**src/hdl/calcPkg.sv**
```systemverilog
`default_nettype none

package calcPkg;

    ////////////////////////////////
    // Datapath sizes
    ////////////////////////////////

    // Operands, result and switch input
    localparam int DataWidth = 16;

    // Flag vector {N, Z, C, V}
    localparam int FlagCount = 4;

    // Decimal digits for a DataWidth-bit unsigned value
    localparam int BcdDigits = 5;

    // Scanned positions on the board
    localparam int DisplayDigits = 8;

    ////////////////////////////////
    // Encodings
    ////////////////////////////////

    // Entry FSM states, also shown on the status LEDs
    typedef enum logic [2:0] {
        waitA  = 3'd0,
        loadA  = 3'd1,
        waitB  = 3'd2,
        loadB  = 3'd3,
        waitOp = 3'd4,
        loadOp = 3'd5,
        update = 3'd6
    } calcStateT;

    // ALU opcodes, taken from the low bits of the data input
    typedef enum logic [1:0] {
        opAdd = 2'd0,
        opSub = 2'd1,
        opOr  = 2'd2,
        opAnd = 2'd3
    } aluOpT;

endpackage

`default_nettype wire

```
**src/hdl/aluCore.sv**
```systemverilog
`timescale 1ns/1ps
`default_nettype none

module aluCore (
    input  logic                           clk,
    input  logic                           reset,
    input  logic                           loadA,
    input  logic                           loadB,
    input  logic                           loadOp,
    input  logic                           updateRes,
    input  logic [calcPkg::DataWidth-1:0]  dataIn,
    output logic [calcPkg::DataWidth-1:0]  result,
    output logic [calcPkg::FlagCount-1:0]  flags
);

    import calcPkg::*;

    ////////////////////////////////
    // Operand and opcode registers
    ////////////////////////////////

    logic [DataWidth-1:0] opA;
    logic [DataWidth-1:0] opB;
    aluOpT                aluOp;

    always_ff @(posedge clk) begin
        if (loadA) begin
            opA <= dataIn;
        end
        if (loadB) begin
            opB <= dataIn;
        end
        // Opcode sits in the two low switches
        if (loadOp) begin
            aluOp <= aluOpT'(dataIn[1:0]);
        end
    end

    ////////////////////////////////
    // ALU
    ////////////////////////////////

    // One extra bit for carry and borrow
    logic [DataWidth:0]   sumExt;
    logic [DataWidth:0]   diffExt;
    logic [DataWidth-1:0] aluResult;
    logic                 carry;
    logic                 overflow;

    assign sumExt  = {1'b0, opA} + {1'b0, opB};
    assign diffExt = {1'b0, opA} - {1'b0, opB};

    always_comb begin
        case (aluOp)
            opAdd: begin
                aluResult = sumExt[DataWidth-1:0];
                carry     = sumExt[DataWidth];
                // Same-sign operands, result sign flipped
                overflow  = (opA[DataWidth-1] == opB[DataWidth-1])
                         && (aluResult[DataWidth-1] != opA[DataWidth-1]);
            end
            opSub: begin
                aluResult = diffExt[DataWidth-1:0];
                // Borrow when A < B unsigned
                carry     = diffExt[DataWidth];
                // Opposite-sign operands, result sign differs from A
                overflow  = (opA[DataWidth-1] != opB[DataWidth-1])
                         && (aluResult[DataWidth-1] != opA[DataWidth-1]);
            end
            opOr: begin
                aluResult = opA | opB;
                carry     = 1'b0;
                overflow  = 1'b0;
            end
            default: begin
                aluResult = opA & opB;
                carry     = 1'b0;
                overflow  = 1'b0;
            end
        endcase
    end

    ////////////////////////////////
    // Result and NZCV registers
    ////////////////////////////////

    always_ff @(posedge clk) begin
        if (reset) begin
            result <= '0;
            flags  <= '0;
        end else if (updateRes) begin
            result <= aluResult;
            flags  <= {aluResult[DataWidth-1], (aluResult == '0), carry, overflow};
        end
    end

endmodule

`default_nettype wire

```
**src/hdl/bcdDigitCell.sv**
```systemverilog
`timescale 1ns/1ps
`default_nettype none

module bcdDigitCell (
    input  logic       clk,
    input  logic       reset,
    input  logic       clear,
    input  logic       step,
    input  logic       carryIn,
    output logic       carryOut,
    output logic [3:0] digit
);

    // Digit after the add-3 correction
    logic [3:0] adjusted;

    // Five or more would exceed nine after doubling
    assign adjusted = (digit >= 4'd5) ? digit + 4'd3 : digit;

    // Bit that moves into the next decimal place
    assign carryOut = adjusted[3];

    always_ff @(posedge clk) begin
        if (reset || clear) begin
            digit <= 4'd0;
        end else if (step) begin
            // Double and bring in the lower bit
            digit <= {adjusted[2:0], carryIn};
        end
    end

endmodule

`default_nettype wire

```
**src/hdl/bcdSequencer.sv**
```systemverilog
`timescale 1ns/1ps
`default_nettype none

module bcdSequencer #(
    parameter int Width = 16
) (
    input  logic             clk,
    input  logic             reset,
    input  logic [Width-1:0] word,
    output logic             shiftIn,
    output logic             step,
    output logic             clear,
    output logic             done
);

    // Counts 0 for capture, then 1 to Width for the shifts
    localparam int CountWidth = $clog2(Width + 1);

    logic [CountWidth-1:0] stepCount;
    logic [Width-1:0]      shiftReg;
    logic                  lastStep;

    assign lastStep = (stepCount == CountWidth'(Width));

    ////////////////////////////////
    // Step counter
    ////////////////////////////////

    always_ff @(posedge clk) begin
        if (reset) begin
            stepCount <= '0;
            done      <= 1'b0;
        end else begin
            if (lastStep) begin
                stepCount <= '0;
            end else begin
                stepCount <= stepCount + 1'b1;
            end
            // Digits are final during the cycle after the last shift
            done <= lastStep;
        end
    end

    ////////////////////////////////
    // Word capture and MSB-first shift
    ////////////////////////////////

    always_ff @(posedge clk) begin
        if (stepCount == '0) begin
            shiftReg <= word;
        end else begin
            shiftReg <= {shiftReg[Width-2:0], 1'b0};
        end
    end

    // Capture cycle wipes the digit cells
    assign clear   = (stepCount == '0);
    assign step    = !clear;

    // Top bit feeds the lowest digit cell
    assign shiftIn = shiftReg[Width-1];

endmodule

`default_nettype wire

```
**src/hdl/displayScan.sv**
```systemverilog
`timescale 1ns/1ps
`default_nettype none

module displayScan #(
    parameter int ScanDivider = 100000
) (
    input  logic                             clk,
    input  logic                             reset,
    input  logic                             done,
    input  logic                             displayFormat,
    input  logic [calcPkg::BcdDigits*4-1:0]  bcdDigits,
    input  logic [calcPkg::DataWidth-1:0]    hexWord,
    output logic [6:0]                       segments,
    output logic [7:0]                       anodes
);

    import calcPkg::*;

    localparam int DivWidth = (ScanDivider > 1) ? $clog2(ScanDivider) : 1;
    localparam int PosWidth = $clog2(DisplayDigits);
    localparam int HexDigits = DataWidth / 4;

    logic [BcdDigits*4-1:0] bcdLatched;
    logic [DivWidth-1:0]    divCount;
    logic                   scanTick;
    logic                   scanActive;
    logic [PosWidth-1:0]    position;
    logic [3:0]             nibble;

    ////////////////////////////////
    // Converter output latch
    ////////////////////////////////

    always_ff @(posedge clk) begin
        if (reset) begin
            bcdLatched <= '0;
        end else if (done) begin
            bcdLatched <= bcdDigits;
        end
    end

    ////////////////////////////////
    // Scan timing
    ////////////////////////////////

    assign scanTick = (divCount == DivWidth'(ScanDivider - 1));

    always_ff @(posedge clk) begin
        if (reset) begin
            divCount   <= '0;
            scanActive <= 1'b0;
            position   <= '0;
        end else begin
            if (scanTick) begin
                divCount <= '0;
                // First tick lights digit 0, later ones advance
                if (scanActive) begin
                    position <= position + 1'b1;
                end
                scanActive <= 1'b1;
            end else begin
                divCount <= divCount + 1'b1;
            end
        end
    end

    // One-cold, all dark until scanning starts
    assign anodes = scanActive ? ~(8'b1 << position) : 8'hFF;

    ////////////////////////////////
    // Digit selection and glyphs
    ////////////////////////////////

    always_comb begin
        nibble = 4'd0;
        if (displayFormat) begin
            // Unsigned decimal, upper positions blank to zero
            if (position < BcdDigits) begin
                nibble = bcdLatched[position*4 +: 4];
            end
        end else if (position < HexDigits) begin
            nibble = hexWord[position*4 +: 4];
        end
    end

    // Segments a..g from the top bit, low means lit
    always_comb begin
        case (nibble)
            4'h0:    segments = 7'b0000001;
            4'h1:    segments = 7'b1001111;
            4'h2:    segments = 7'b0010010;
            4'h3:    segments = 7'b0000110;
            4'h4:    segments = 7'b1001100;
            4'h5:    segments = 7'b0100100;
            4'h6:    segments = 7'b0100000;
            4'h7:    segments = 7'b0001111;
            4'h8:    segments = 7'b0000000;
            4'h9:    segments = 7'b0000100;
            4'hA:    segments = 7'b0001000;
            // Lower-case b
            4'hB:    segments = 7'b1100000;
            4'hC:    segments = 7'b0110001;
            // Lower-case d
            4'hD:    segments = 7'b1000010;
            4'hE:    segments = 7'b0110000;
            default: segments = 7'b0111000;
        endcase
    end

endmodule

`default_nettype wire

```
**src/hdl/rpnCalcTop.sv**
```systemverilog
`timescale 1ns/1ps
`default_nettype none

module rpnCalcTop #(
    parameter int ScanDivider = 100000
) (
    input  logic                           clk,
    input  logic                           reset,
    input  logic                           enter,
    input  logic                           undo,
    input  logic                           displayFormat,
    input  logic [calcPkg::DataWidth-1:0]  dataIn,
    output logic [6:0]                     segments,
    output logic [7:0]                     anodes,
    output logic [calcPkg::FlagCount-1:0]  flags,
    output calcPkg::calcStateT             status,
    output logic [calcPkg::DataWidth-1:0]  result
);

    import calcPkg::*;

    // Control strobes
    logic loadA;
    logic loadB;
    logic loadOp;
    logic updateRes;
    logic showResult;

    // Converter interconnect
    logic [DataWidth-1:0]   shownWord;
    logic                   shiftIn;
    logic                   step;
    logic                   clear;
    logic                   done;
    logic [BcdDigits-1:0]   carryIn;
    logic [BcdDigits*4-1:0] bcdDigits;

    ////////////////////////////////
    // Entry control and ALU
    ////////////////////////////////

    rpnControl control_i (
        .clk        (clk),
        .reset      (reset),
        .enter      (enter),
        .undo       (undo),
        .status     (status),
        .loadA      (loadA),
        .loadB      (loadB),
        .loadOp     (loadOp),
        .updateRes  (updateRes),
        .showResult (showResult)
    );

    aluCore alu_i (
        .clk       (clk),
        .reset     (reset),
        .loadA     (loadA),
        .loadB     (loadB),
        .loadOp    (loadOp),
        .updateRes (updateRes),
        .dataIn    (dataIn),
        .result    (result),
        .flags     (flags)
    );

    // Result while it is meaningful, live switches otherwise
    assign shownWord = showResult ? result : dataIn;

    ////////////////////////////////
    // Binary to BCD
    ////////////////////////////////

    bcdSequencer #(
        .Width (DataWidth)
    ) sequencer_i (
        .clk     (clk),
        .reset   (reset),
        .word    (shownWord),
        .shiftIn (shiftIn),
        .step    (step),
        .clear   (clear),
        .done    (done)
    );

    // Serial bit enters the ones digit
    assign carryIn[0] = shiftIn;

    for (genvar i = 0; i < BcdDigits; i++) begin : genDigit
        // Top digit never carries out for a DataWidth-bit word
        if (i < BcdDigits - 1) begin : genChained
            bcdDigitCell cell_i (
                .clk      (clk),
                .reset    (reset),
                .clear    (clear),
                .step     (step),
                .carryIn  (carryIn[i]),
                .carryOut (carryIn[i+1]),
                .digit    (bcdDigits[i*4 +: 4])
            );
        end else begin : genLast
            bcdDigitCell cell_i (
                .clk      (clk),
                .reset    (reset),
                .clear    (clear),
                .step     (step),
                .carryIn  (carryIn[i]),
                .carryOut (),
                .digit    (bcdDigits[i*4 +: 4])
            );
        end
    end

    ////////////////////////////////
    // Display
    ////////////////////////////////

    displayScan #(
        .ScanDivider (ScanDivider)
    ) scan_i (
        .clk           (clk),
        .reset         (reset),
        .done          (done),
        .displayFormat (displayFormat),
        .bcdDigits     (bcdDigits),
        .hexWord       (shownWord),
        .segments      (segments),
        .anodes        (anodes)
    );

endmodule

`default_nettype wire

```
**src/hdl/rpnControl.sv**
```systemverilog
`timescale 1ns/1ps
`default_nettype none

module rpnControl (
    input  logic              clk,
    input  logic              reset,
    input  logic              enter,
    input  logic              undo,
    output calcPkg::calcStateT status,
    output logic              loadA,
    output logic              loadB,
    output logic              loadOp,
    output logic              updateRes,
    output logic              showResult
);

    import calcPkg::*;

    ////////////////////////////////
    // Button edge detection
    ////////////////////////////////

    // Previous-cycle copies of the buttons
    logic enterQ;
    logic undoQ;

    // Single-cycle press pulses
    logic enterPress;
    logic undoPress;

    always_ff @(posedge clk) begin
        if (reset) begin
            enterQ <= 1'b0;
            undoQ  <= 1'b0;
        end else begin
            enterQ <= enter;
            undoQ  <= undo;
        end
    end

    // High only on the first cycle of a press
    assign enterPress = enter & ~enterQ;
    assign undoPress  = undo & ~undoQ;

    ////////////////////////////////
    // Entry FSM
    ////////////////////////////////

    calcStateT state;
    calcStateT nextState;

    always_ff @(posedge clk) begin
        if (reset) begin
            state <= waitA;
        end else begin
            state <= nextState;
        end
    end

    always_comb begin
        nextState = state;
        case (state)
            // Only the wait states look at the buttons
            // Undo takes priority over a simultaneous Enter
            waitA: begin
                if (enterPress && !undoPress) begin
                    nextState = calcPkg::loadA;
                end
            end
            waitB: begin
                if (undoPress) begin
                    nextState = waitA;
                end else if (enterPress) begin
                    nextState = calcPkg::loadB;
                end
            end
            waitOp: begin
                if (undoPress) begin
                    nextState = waitB;
                end else if (enterPress) begin
                    nextState = calcPkg::loadOp;
                end
            end
            // Load and update states last one cycle
            calcPkg::loadA:  nextState = waitB;
            calcPkg::loadB:  nextState = waitOp;
            calcPkg::loadOp: nextState = update;
            update:          nextState = waitA;
            default:         nextState = waitA;
        endcase
    end

    ////////////////////////////////
    // Strobe decode
    ////////////////////////////////

    assign status    = state;
    assign loadA     = (state == calcPkg::loadA);
    assign loadB     = (state == calcPkg::loadB);
    assign loadOp    = (state == calcPkg::loadOp);
    assign updateRes = (state == update);

    // Result on display except while B or the opcode is being keyed in
    assign showResult = (state == waitA) || (state == calcPkg::loadA)
                     || (state == calcPkg::loadOp) || (state == update);

endmodule

`default_nettype wire

```
**config.mk**
```make
export PLATFORM = sky130hd
export DESIGN_NAME = rpnCalcTop
export DESIGN_NICKNAME = d
export VERILOG_FILES = /design/src/hdl/calcPkg.sv /design/src/hdl/aluCore.sv /design/src/hdl/bcdDigitCell.sv /design/src/hdl/bcdSequencer.sv /design/src/hdl/displayScan.sv /design/src/hdl/rpnCalcTop.sv /design/src/hdl/rpnControl.sv
export SDC_FILE = /design/constraint.sdc
export NUM_CORES = 1
export LEC_CHECK = 0
export BUFFER_PORTS_ARGS = -buffer_cell sky130_fd_sc_hd__clkbuf_2
export CAP_MARGIN = 20
export CORE_MARGIN = 2
export CORE_UTILIZATION = 45
export DETAILED_ROUTE_END_ITERATION = 7
export PLACE_DENSITY = 0.59
export SYNTH_ARGS = -nofsm -noshare
export SYNTH_HDL_FRONTEND = slang
export SYNTH_HIERARCHICAL = 1
export SYNTH_SLANG_ARGS = --single-unit
```
**constraint.sdc**
```tcl
create_clock -name clk -period 8.4 [get_ports clk]
set_input_delay 0.42 -clock clk [delete_from_list [all_inputs] [get_ports clk]]
set_output_delay 0.42 -clock clk [all_outputs]
set_load 0.05 [all_outputs]
```
## Word level (Yosys, flattened, before mapping)

Memories as Yosys holds them, arrays and structs flattened.
Index checks and enable logic that the tools add are counted.

- Flip-flop bits (word level): 142
- Bits in read-only memories: 112
- Bits of input ports: 21
- Logic and storage cells: 102
- Memories: 1

Memory list:

| name | depth | bits a word | read ports | clocked after memory_dff | write ports | RTL line | RTL |
|---|---|---|---|---|---|---|---|
| (name not given) | 16 | 7 | 1 | 0 | 0 | displayScan.sv:88 | `case (nibble)` |

- Add/sub/neg operators: 10
- $lt $le $gt $ge: 7
- Equal/unequal tests: 17
- Shifts and indexed selects: 3
- Multiplexer cells: 20
- Bitwise logic cells: 7
- Reduce and logical (&&, ||, !) cells: 16

Operators by type and width:

| operator | number |
|---|---|
| $pmux W16 S3 | 1 |
| $mux W16 | 2 |
| $mux W4 | 7 |
| $ge A4 B3 Y1 const B | 5 |
| $shiftx A20 B6 Y4 | 1 |
| $mux W3 | 6 |
| $pmux W3 S6 | 1 |
| $add A16 B16 Y17 | 1 |
| $add A17 B1 Y17 const B | 1 |
| $eq A17 B17 Y1 const B | 1 |
| $sub A16 B16 Y17 | 1 |
| $add A4 B2 Y4 const B | 4 |
| $and A16 B16 Y16 | 1 |
| $logic_not A16 Y1 | 1 |
| $or A16 B16 Y16 | 1 |
| $shiftx A16 B6 Y4 | 1 |
| $eq A3 B3 Y1 const B | 3 |
| $mux W8 | 1 |
| $not A8 Y8 | 1 |
| $shl A1 B3 Y8 const A | 1 |
| $eq A3 B2 Y1 const B | 2 |
| $lt A3 B3 Y1 const B | 2 |
| $ne A3 B1 Y1 const B | 2 |
| $add A5 B1 Y5 const B | 1 |
| other kinds (21) | 32 |

## Logic depth before layout (Yosys ltp)

Gate-level depths: netlist of the first run.
An unclocked memory read counts as a cell.

- Depth after elaboration: 9
- Depth in mapped cells: 13
- Mapped depth without buffers: 13

## Modules after synthesis

The synthesis of the first run kept the hierarchy.

By module, submodules not included:

| module | times used | cells each | area each (um^2) | sequential area each (um^2) |
|---|---|---|---|---|
| aluCore | 1 | 451 | 4149.0 | 1401.3 |
| displayScan | 1 | 268 | 2383.5 | 820.8 |
| bcdDigitCell | 5 | 33 | 281.5 | 80.1 |
| bcdSequencer | 1 | 60 | 768.2 | 440.4 |
| rpnCalcTop | 1 | 18 | 249.0 | 0.0 |
| rpnControl | 1 | 25 | 231.5 | 100.1 |

## Least setup slack after synthesis of the first run

OpenSTA, ideal clock, no wires.

- Path type: reg2out
- Start: register control_i.state[2], in the netlist control_i/status[2]
- End: output segments[6]
- Arrival time: 3987 ps
- Setup slack: 3993 ps
- Cell stages (with the launch flop): 11
- Path through: dfxtp_1 nor2b_1 xnor2_1 buf_6 buf_12 mux2_4 mux4_1 a32oi_1 ha_1 nor3b_1 a211oi_1

- Longest elaborated chain between the ends: 9

Ends and longest elaborated chain:

| item | RTL line | RTL |
|---|---|---|
| start, declared | rpnControl.sv:49 | `calcStateT state;` |
| start signal, assigned | rpnControl.sv:54 | `state <= waitA;` |
| start signal, assigned | rpnControl.sv:56 | `state <= nextState;` |
| $eq A3 B1 Y1 / $logic_not A3 Y1 (equally long branches) | rpnControl.sv:104 | `assign showResult = (state == waitA) \|\| (state == calcPkg::loadA)` |
| $logic_or A1 B1 Y1 | rpnControl.sv:104 |  |
| $logic_or A1 B1 Y1 | rpnControl.sv:105 | `\|\| (state == calcPkg::loadOp) \|\| (state == update);` |
| $logic_or A1 B1 Y1 (*) | rpnControl.sv:105 |  |
| via showResult | rpnCalcTop.sv:27 | `logic showResult;` |
| $mux W16 (*) | rpnCalcTop.sv:68 | `assign shownWord = showResult ? result : dataIn;` |
| via shownWord[4] | rpnCalcTop.sv:30 | `logic [DataWidth-1:0] shownWord;` |
| $shiftx A16 B6 Y4 (*) | displayScan.sv:82 | `nibble = hexWord[position*4 +: 4];` |
| $mux W4 (*) | displayScan.sv:81 | `end else if (position < HexDigits) begin` |
| $mux W4 (*) | displayScan.sv:76 | `if (displayFormat) begin` |
| $mem_v2 Z16 W7 (*) | n/a |  |
| end, declared | rpnCalcTop.sv:13 | `output logic [6:0] segments,` |

Mark *: on every way through the listed nets, which the timed path passes. The rest lies on a longest branch.

## Worst setup path in the final report of the first run

- Start: register control_i.state[2], in the netlist control_i/status[2]
- End: output segments[2]

Same word-level chain as after synthesis.

==> reports/results.ini, run 1 <==
[die]
die_h_um=146.8
io_pins=59
die-area_um2=21540
fp.dieW_um=146.8
initial_utilization_pct=45.62
fp.coreArea_um2=20100
rows=52

[min_path]
hp-start=dataIn[15]
min_to=alu_i/opB[15]
hold_depth=1
hp-class=in2reg

[yosys]
synth.avg_cell_area_um2=9.320
synth_nets=1080
postSynthCellCount=984
synth_area_um2=9171
yosys_warnings=6

[route]
post_drt_wl_per_cell_um=16.35
route.detailed.drc=0
viasPerCell=5.412
first_pass_iters=5
via_count=7084
routed_wl_um=21400
first_iter_violations=373
detail-route-antenna-nets=0

[clocking]
clock-root-buffer=clkbuf_16
cts_tree=done
cts_setup_buffers=0
cts_buffers=17
ctsResizeCount=0
htree_levels=4
path_clk_slew_ns=0.06
clock_latency_ns=0.43
ctsHoldBuffers=0
clockBufferDepth=2
clock-sinks=141

[final_layout]
drive_gt1_share_pct=17.82
nets=1121
seq_area_um2=3163
utilization_pct=50.47
syn_to_final_growth_pct=10.64
fillCellCount=1939
multiInputGateArea_um2=5338
postLayoutCellArea_um2=10150

[critical_path]
slowest_stage=a32oi_1
cp-start-kind=register
cp_num_buf_inv=4
worstRegToRegCells=13
path_cells=nor2b_1 -> xnor2_2 -> buf_4 -> mux2_2 -> mux4_1 -> a32oi_1 -> inv_1 -> ha_1 -> inv_1 -> mux2i_1 -> o21a_1 -> clkbuf_2
critPathTopFamily=multiplexers
cp.required_ns=7.98
r2r_end=alu_i/flags[2]
r2r_slack_ns=5.12
r2r-start=alu_i/opA[0]
crit_fanout=16
max_stage_delay_ns=0.59
crit_arrival_ns=4.06
endpoint_kind=primary output
worstSetupPathType=reg2out
cp_common_cell=inv_1

[timing]
fin_ws_ns=3.923
finalHoldViolations=0
max_freq_mhz=223.4
post-route-period-util_pct=53.30
setup_violations=0
min_period_ns=4.477
worst_slew_pin_slew_ns=1.093
rsz0062_at_grt=false
slew_headroom_pct=27.14
final.setup_skew_ns=0.007191
tns_ns=0
drv_slew=0
hold_slack_ns=0.2218

[grt]
grt_usage_pct=20.40
grt_start_max_net_pins=44
antenna_found_initial=0
grt_pass1_vias=6815
grt_pass1_wl_um=35220
grt_overflow=0

[power_and_ir_drop]
p_leak_uw=0.004091
p_per_area_nw_per_um2=159.7
ir_worst_vdd_mv=0.1591

[placed_design]
dpl.hpwl_um=15390
place_area_um2=9555
dp_slack_ns=4.313
portBuffers=58
routabilityCongestion=0.8692

[outcome]
outcome=finished clean

[run]
maxCapViolations=0

flip-flops by register name, indices dropped and copies added, names as in the netlist, 4 cells and up:
register	count
genDigit.genLast.cell_i/digit	4
scan_i/bcdLatched	20
scan_i/divCount	17
alu_i/opB	16
alu_i/result	16
alu_i/opA	16
genDigit.genChained.cell_i/digit	16
sequencer_i/shiftReg	16
sequencer_i/stepCount	5
worst max-delay path by stage:
stage                        start           to  slack (ns)  cells past startpoint
2_1_floorplan  control_i/status[2]  segments[6]        3.99                     10
3_3_place_gp   control_i/status[2]  segments[2]        4.41                     12
3_5_place_dp   control_i/status[2]  segments[2]        4.31                     12
4_1_cts        control_i/status[2]  segments[2]        3.85                     12
5_1_grt        control_i/status[2]  segments[2]        3.59                     12
6_report       control_i/status[2]  segments[2]        3.92                     12
stage by stage:
step,power (uW),std cells
final,1620,1309
after global routing,1679,1308
after CTS,1637,1308
after detailed placement,879.0,1276
after global placement,874.3,1275
after floorplan,842.9,984
power by group:
group          leakage (uW)  switching [uW]  internal (uW)
Sequential          0.00117            7.18            705
Clock              0.000277             300            456
Combinational       0.00264            94.8           57.1
per-layer routing:
layer | up-vias | global-route usage, % | part of all wire [%]
li1 | 3574 | - | -
met1 | 3345 | 26.74 | 46
met2 | 140 | 34.41 | 48
met3 | 25 | 3.261 | 4.3
met4 | 0 | 6.796 | 1.8
met5 | - | 0 | 0
cell type report:
cell class / count / area share (%)
Multi-Input combinational cell: 709 / 52.60
Sequential cell: 141 / 31.17
Clock buffer: 20 / 4.513
Timing Repair Buffer: 67 / 3.724
Inverter: 89 / 3.342
Tap cell: 270 / 3.329
Clock inverter: 12 / 1.295
Antenna cell: 1 / 0.02466
cell usage in the layout (no fill, tap or decap), types with 11 or more instances in the layout:
master and count:
ha_1 73, o211ai_1 16, nor2_1 95, dfxtp_1 107, nand3_1 23, o21ai_0 29, nand3b_1 17, edfxtp_1 34
nor2b_1 11, a21o_1 11, mux2_2 25, mux2i_1 51, a21oi_1 36, and2_1 11, nand2_1 55, o2111ai_1 12
o21a_1 12, xnor2_1 19, clkbuf_2 58, inv_1 83, clkbuf_16 18, nor3_1 32
(Power assumes the default switching activity.)
==> inputs of run 2 (changes only) <==
- clock period: 8.4 -> 4.55 ns (I/O delays scaled with it)
==> reports/results.ini, run 2 (synthesis gave the netlist of run 1 again) <==
[die]
fp.coreArea_um2=20100  ; unchanged
initial_utilization_pct=45.62  ; unchanged
rows=52  ; unchanged
fp.dieW_um=146.8  ; unchanged
die_h_um=146.8  ; unchanged
io_pins=59  ; unchanged
die-area_um2=21540  ; unchanged

[critical_path]
crit_end=segments[2]
worstRegToRegCells=13  ; unchanged
path_cells=nor2b_1 -> xnor2_2 -> buf_4 -> mux2_4 -> mux4_1 -> a32oi_1 -> inv_1 -> ha_1 -> inv_1 -> mux2i_1 -> o21a_1 -> clkbuf_2
slowest_stage=a32oi_1
cp-start-kind=register
crit_arrival_ns=4.02  ; -0.04 ns
worstSetupPathType=reg2out
r2r-start=alu_i/opA[0]
endpoint_kind=primary output
max_stage_delay_ns=0.56  ; -0.03 ns
r2r_slack_ns=1.40  ; -3.72 ns
crit_fanout=10  ; -6
cp_common_cell=inv_1
worstSetupStartpoint=control_i/status[0]
r2r_end=alu_i/result[14]
cp.required_ns=4.32  ; -3.66 ns

[final_layout]
nets=1125  ; +0.36%
largest_register_ffs=20  ; unchanged
syn_to_final_growth_pct=11.41
antenna_cells=0  ; -1
drive_gt1_share_pct=18.35  ; +0.53 points
top_register=scan_i/bcdLatched
fin_cells=1311  ; +0.15%
layout_commonest_cell=dfxtp_1
mostFrequentLayoutCells=107 x dfxtp_1, 95 x nor2_1, 83 x inv_1
largestRegisters=scan_i/bcdLatched x20, scan_i/divCount x17

[clocking]
htree_levels=4  ; unchanged
cts_tree=done
cts_buffers=17  ; unchanged
ctsHoldBuffers=0  ; unchanged
path_clk_slew_ns=0.06  ; about the same
clock-root-buffer=clkbuf_16
clock_latency_ns=0.42  ; about the same
cts_setup_buffers=0  ; unchanged
ctsResizeCount=0  ; unchanged
clockBufferDepth=2  ; unchanged
clock-sinks=141  ; unchanged

[min_path]
hp-class=in2reg

[route]
via_count=7052  ; -0.45%
post_drt_wl_per_cell_um=16.26  ; -0.54%
first_pass_iters=5  ; unchanged
route.detailed.drc=0  ; unchanged
viasPerCell=5.379  ; -0.60%
routed_wl_um=21320  ; -0.38%
first_iter_violations=355  ; -4.8%
detail-route-antenna-nets=0  ; unchanged

[timing]
post-route-period-util_pct=93.27
worst_slew_pin_slew_ns=0.8262  ; -0.2667 ns
min_period_ns=4.244
final.setup_skew_ns=0.01053  ; +0.003341 ns
drv_slew=0  ; unchanged
setup_violations=0  ; unchanged
tns_ns=0  ; unchanged
slew_headroom_pct=44.84  ; +18 points
finalHoldViolations=0  ; unchanged
max_freq_mhz=235.6
fin_ws_ns=0.3062  ; -3.617 ns
rsz0062_at_grt=false

[outcome]
outcome=finished clean

[power_and_ir_drop]
p_leak_uw=0.004144  ; +1.3%
ir_worst_vdd_mv=0.3317  ; +110%
p_per_area_nw_per_um2=296.4  ; +86%
power.net_switching_uw=725.1  ; +80%
p_int_uw=2303  ; +89%
seq_power_share_pct=43.4  ; -0.6 points
clkPwrFrac_pct=47.2  ; +0.5 points
comb_power_share_pct=9.3  ; about the same
sw_frac_of_total_pct=23.94  ; -0.87 points

[grt]
grt_pass1_vias=6771  ; -0.65%
antenna_found_initial=0  ; unchanged
grt_overflow=0  ; unchanged
grt_pass1_wl_um=35020  ; -0.59%
grt_start_max_net_pins=43  ; -2.3%
grt_usage_pct=20.26  ; -0.13 points

[placed_design]
portBuffers=58  ; unchanged
dpl.hpwl_um=15580  ; +1.2%
dp_slack_ns=0.7355  ; -3.578 ns
post-place-cells=1279  ; +0.24%
routabilityCongestion=0.8508  ; -2.1%

[run]
maxCapViolations=0  ; unchanged

run 2: changes by cell type in the layout (fill, tap and decap cells not counted), sizes merged:
cell,change
clkinv,+3
inv,-3
diode,-1
clkbuf,+2
clkinvlp,-3
buf,+4
run 2: how the worst min path moves through the flow:
stage                      from                  end  slack (ns)  depth (start not counted)
2_1_floorplan             reset  control_i/status[1]        0.30                          1
3_3_place_gp   control_i/enterQ  control_i/status[0]        0.38                          1
3_5_place_dp   control_i/enterQ  control_i/status[0]        0.38                          1
4_1_cts              dataIn[14]        alu_i/opA[14]        0.02                          1
5_1_grt              dataIn[14]        alu_i/opA[14]        0.02                          1
6_report             dataIn[14]        alu_i/opA[14]        0.03                          1
run 2: power groups by stage:
stage               registers [uW]  clock network (uW)  logic [uW]
floorplan                     1340                   0         213
global placement              1340                   0         274
detailed placement            1340                   0         283
CTS                           1320                1460         285
global route                  1320                1510         312
finish                        1320                1430         283
run 2: critical path, delay by kind of cell (launching register included):
family | cells | cell delay [ns]
muxes | 3 | 0.91
xor gates and xnor gates | 1 | 0.29
AOI/OAI and AO/OA | 2 | 0.76
adders and majority gates | 1 | 0.29
and+or+nand+nor | 1 | 0.12
DFF | 1 | 0.47
buffers and inverters | 4 | 0.76
run 2: area by class of cell:
class | count | area, um^2
clock inverter | 9 | 106.4
fill | 1870 | 9887
multi-input combinational | 709 | 5338
inverter | 89 | 339.1
clock buffer | 22 | 505.5
tap | 270 | 337.8
timing repair buffer | 71 | 427.9
sequential | 141 | 3163
run 2: metrics by stage:
stage | hold slack (ns) | cell area [um^2] | power, uW | utilization [%]
finish | 0.03491 | 10220 | 3028 | 50.82
floorplan | 0.2966 | 9171 | 1556 | -
CTS | 0.02105 | 10190 | 3056 | 50.68
global placement | 0.3819 | 9550 | 1616 | 47.50
detailed placement | 0.3836 | 9578 | 1626 | 47.64
global route | 0.02090 | 10220 | 3137 | 50.82
run 2: per-layer routing:
layer | vias to the layer above | global-route usage (%) | wire (um)
met4 | 0 | 4.563 | 219
met3 | 18 | 4.037 | 780
met5 | - | 0 | 0
met1 | 3348 | 26.46 | 9825
met2 | 112 | 34.77 | 10490
li1 | 3574 | - | -
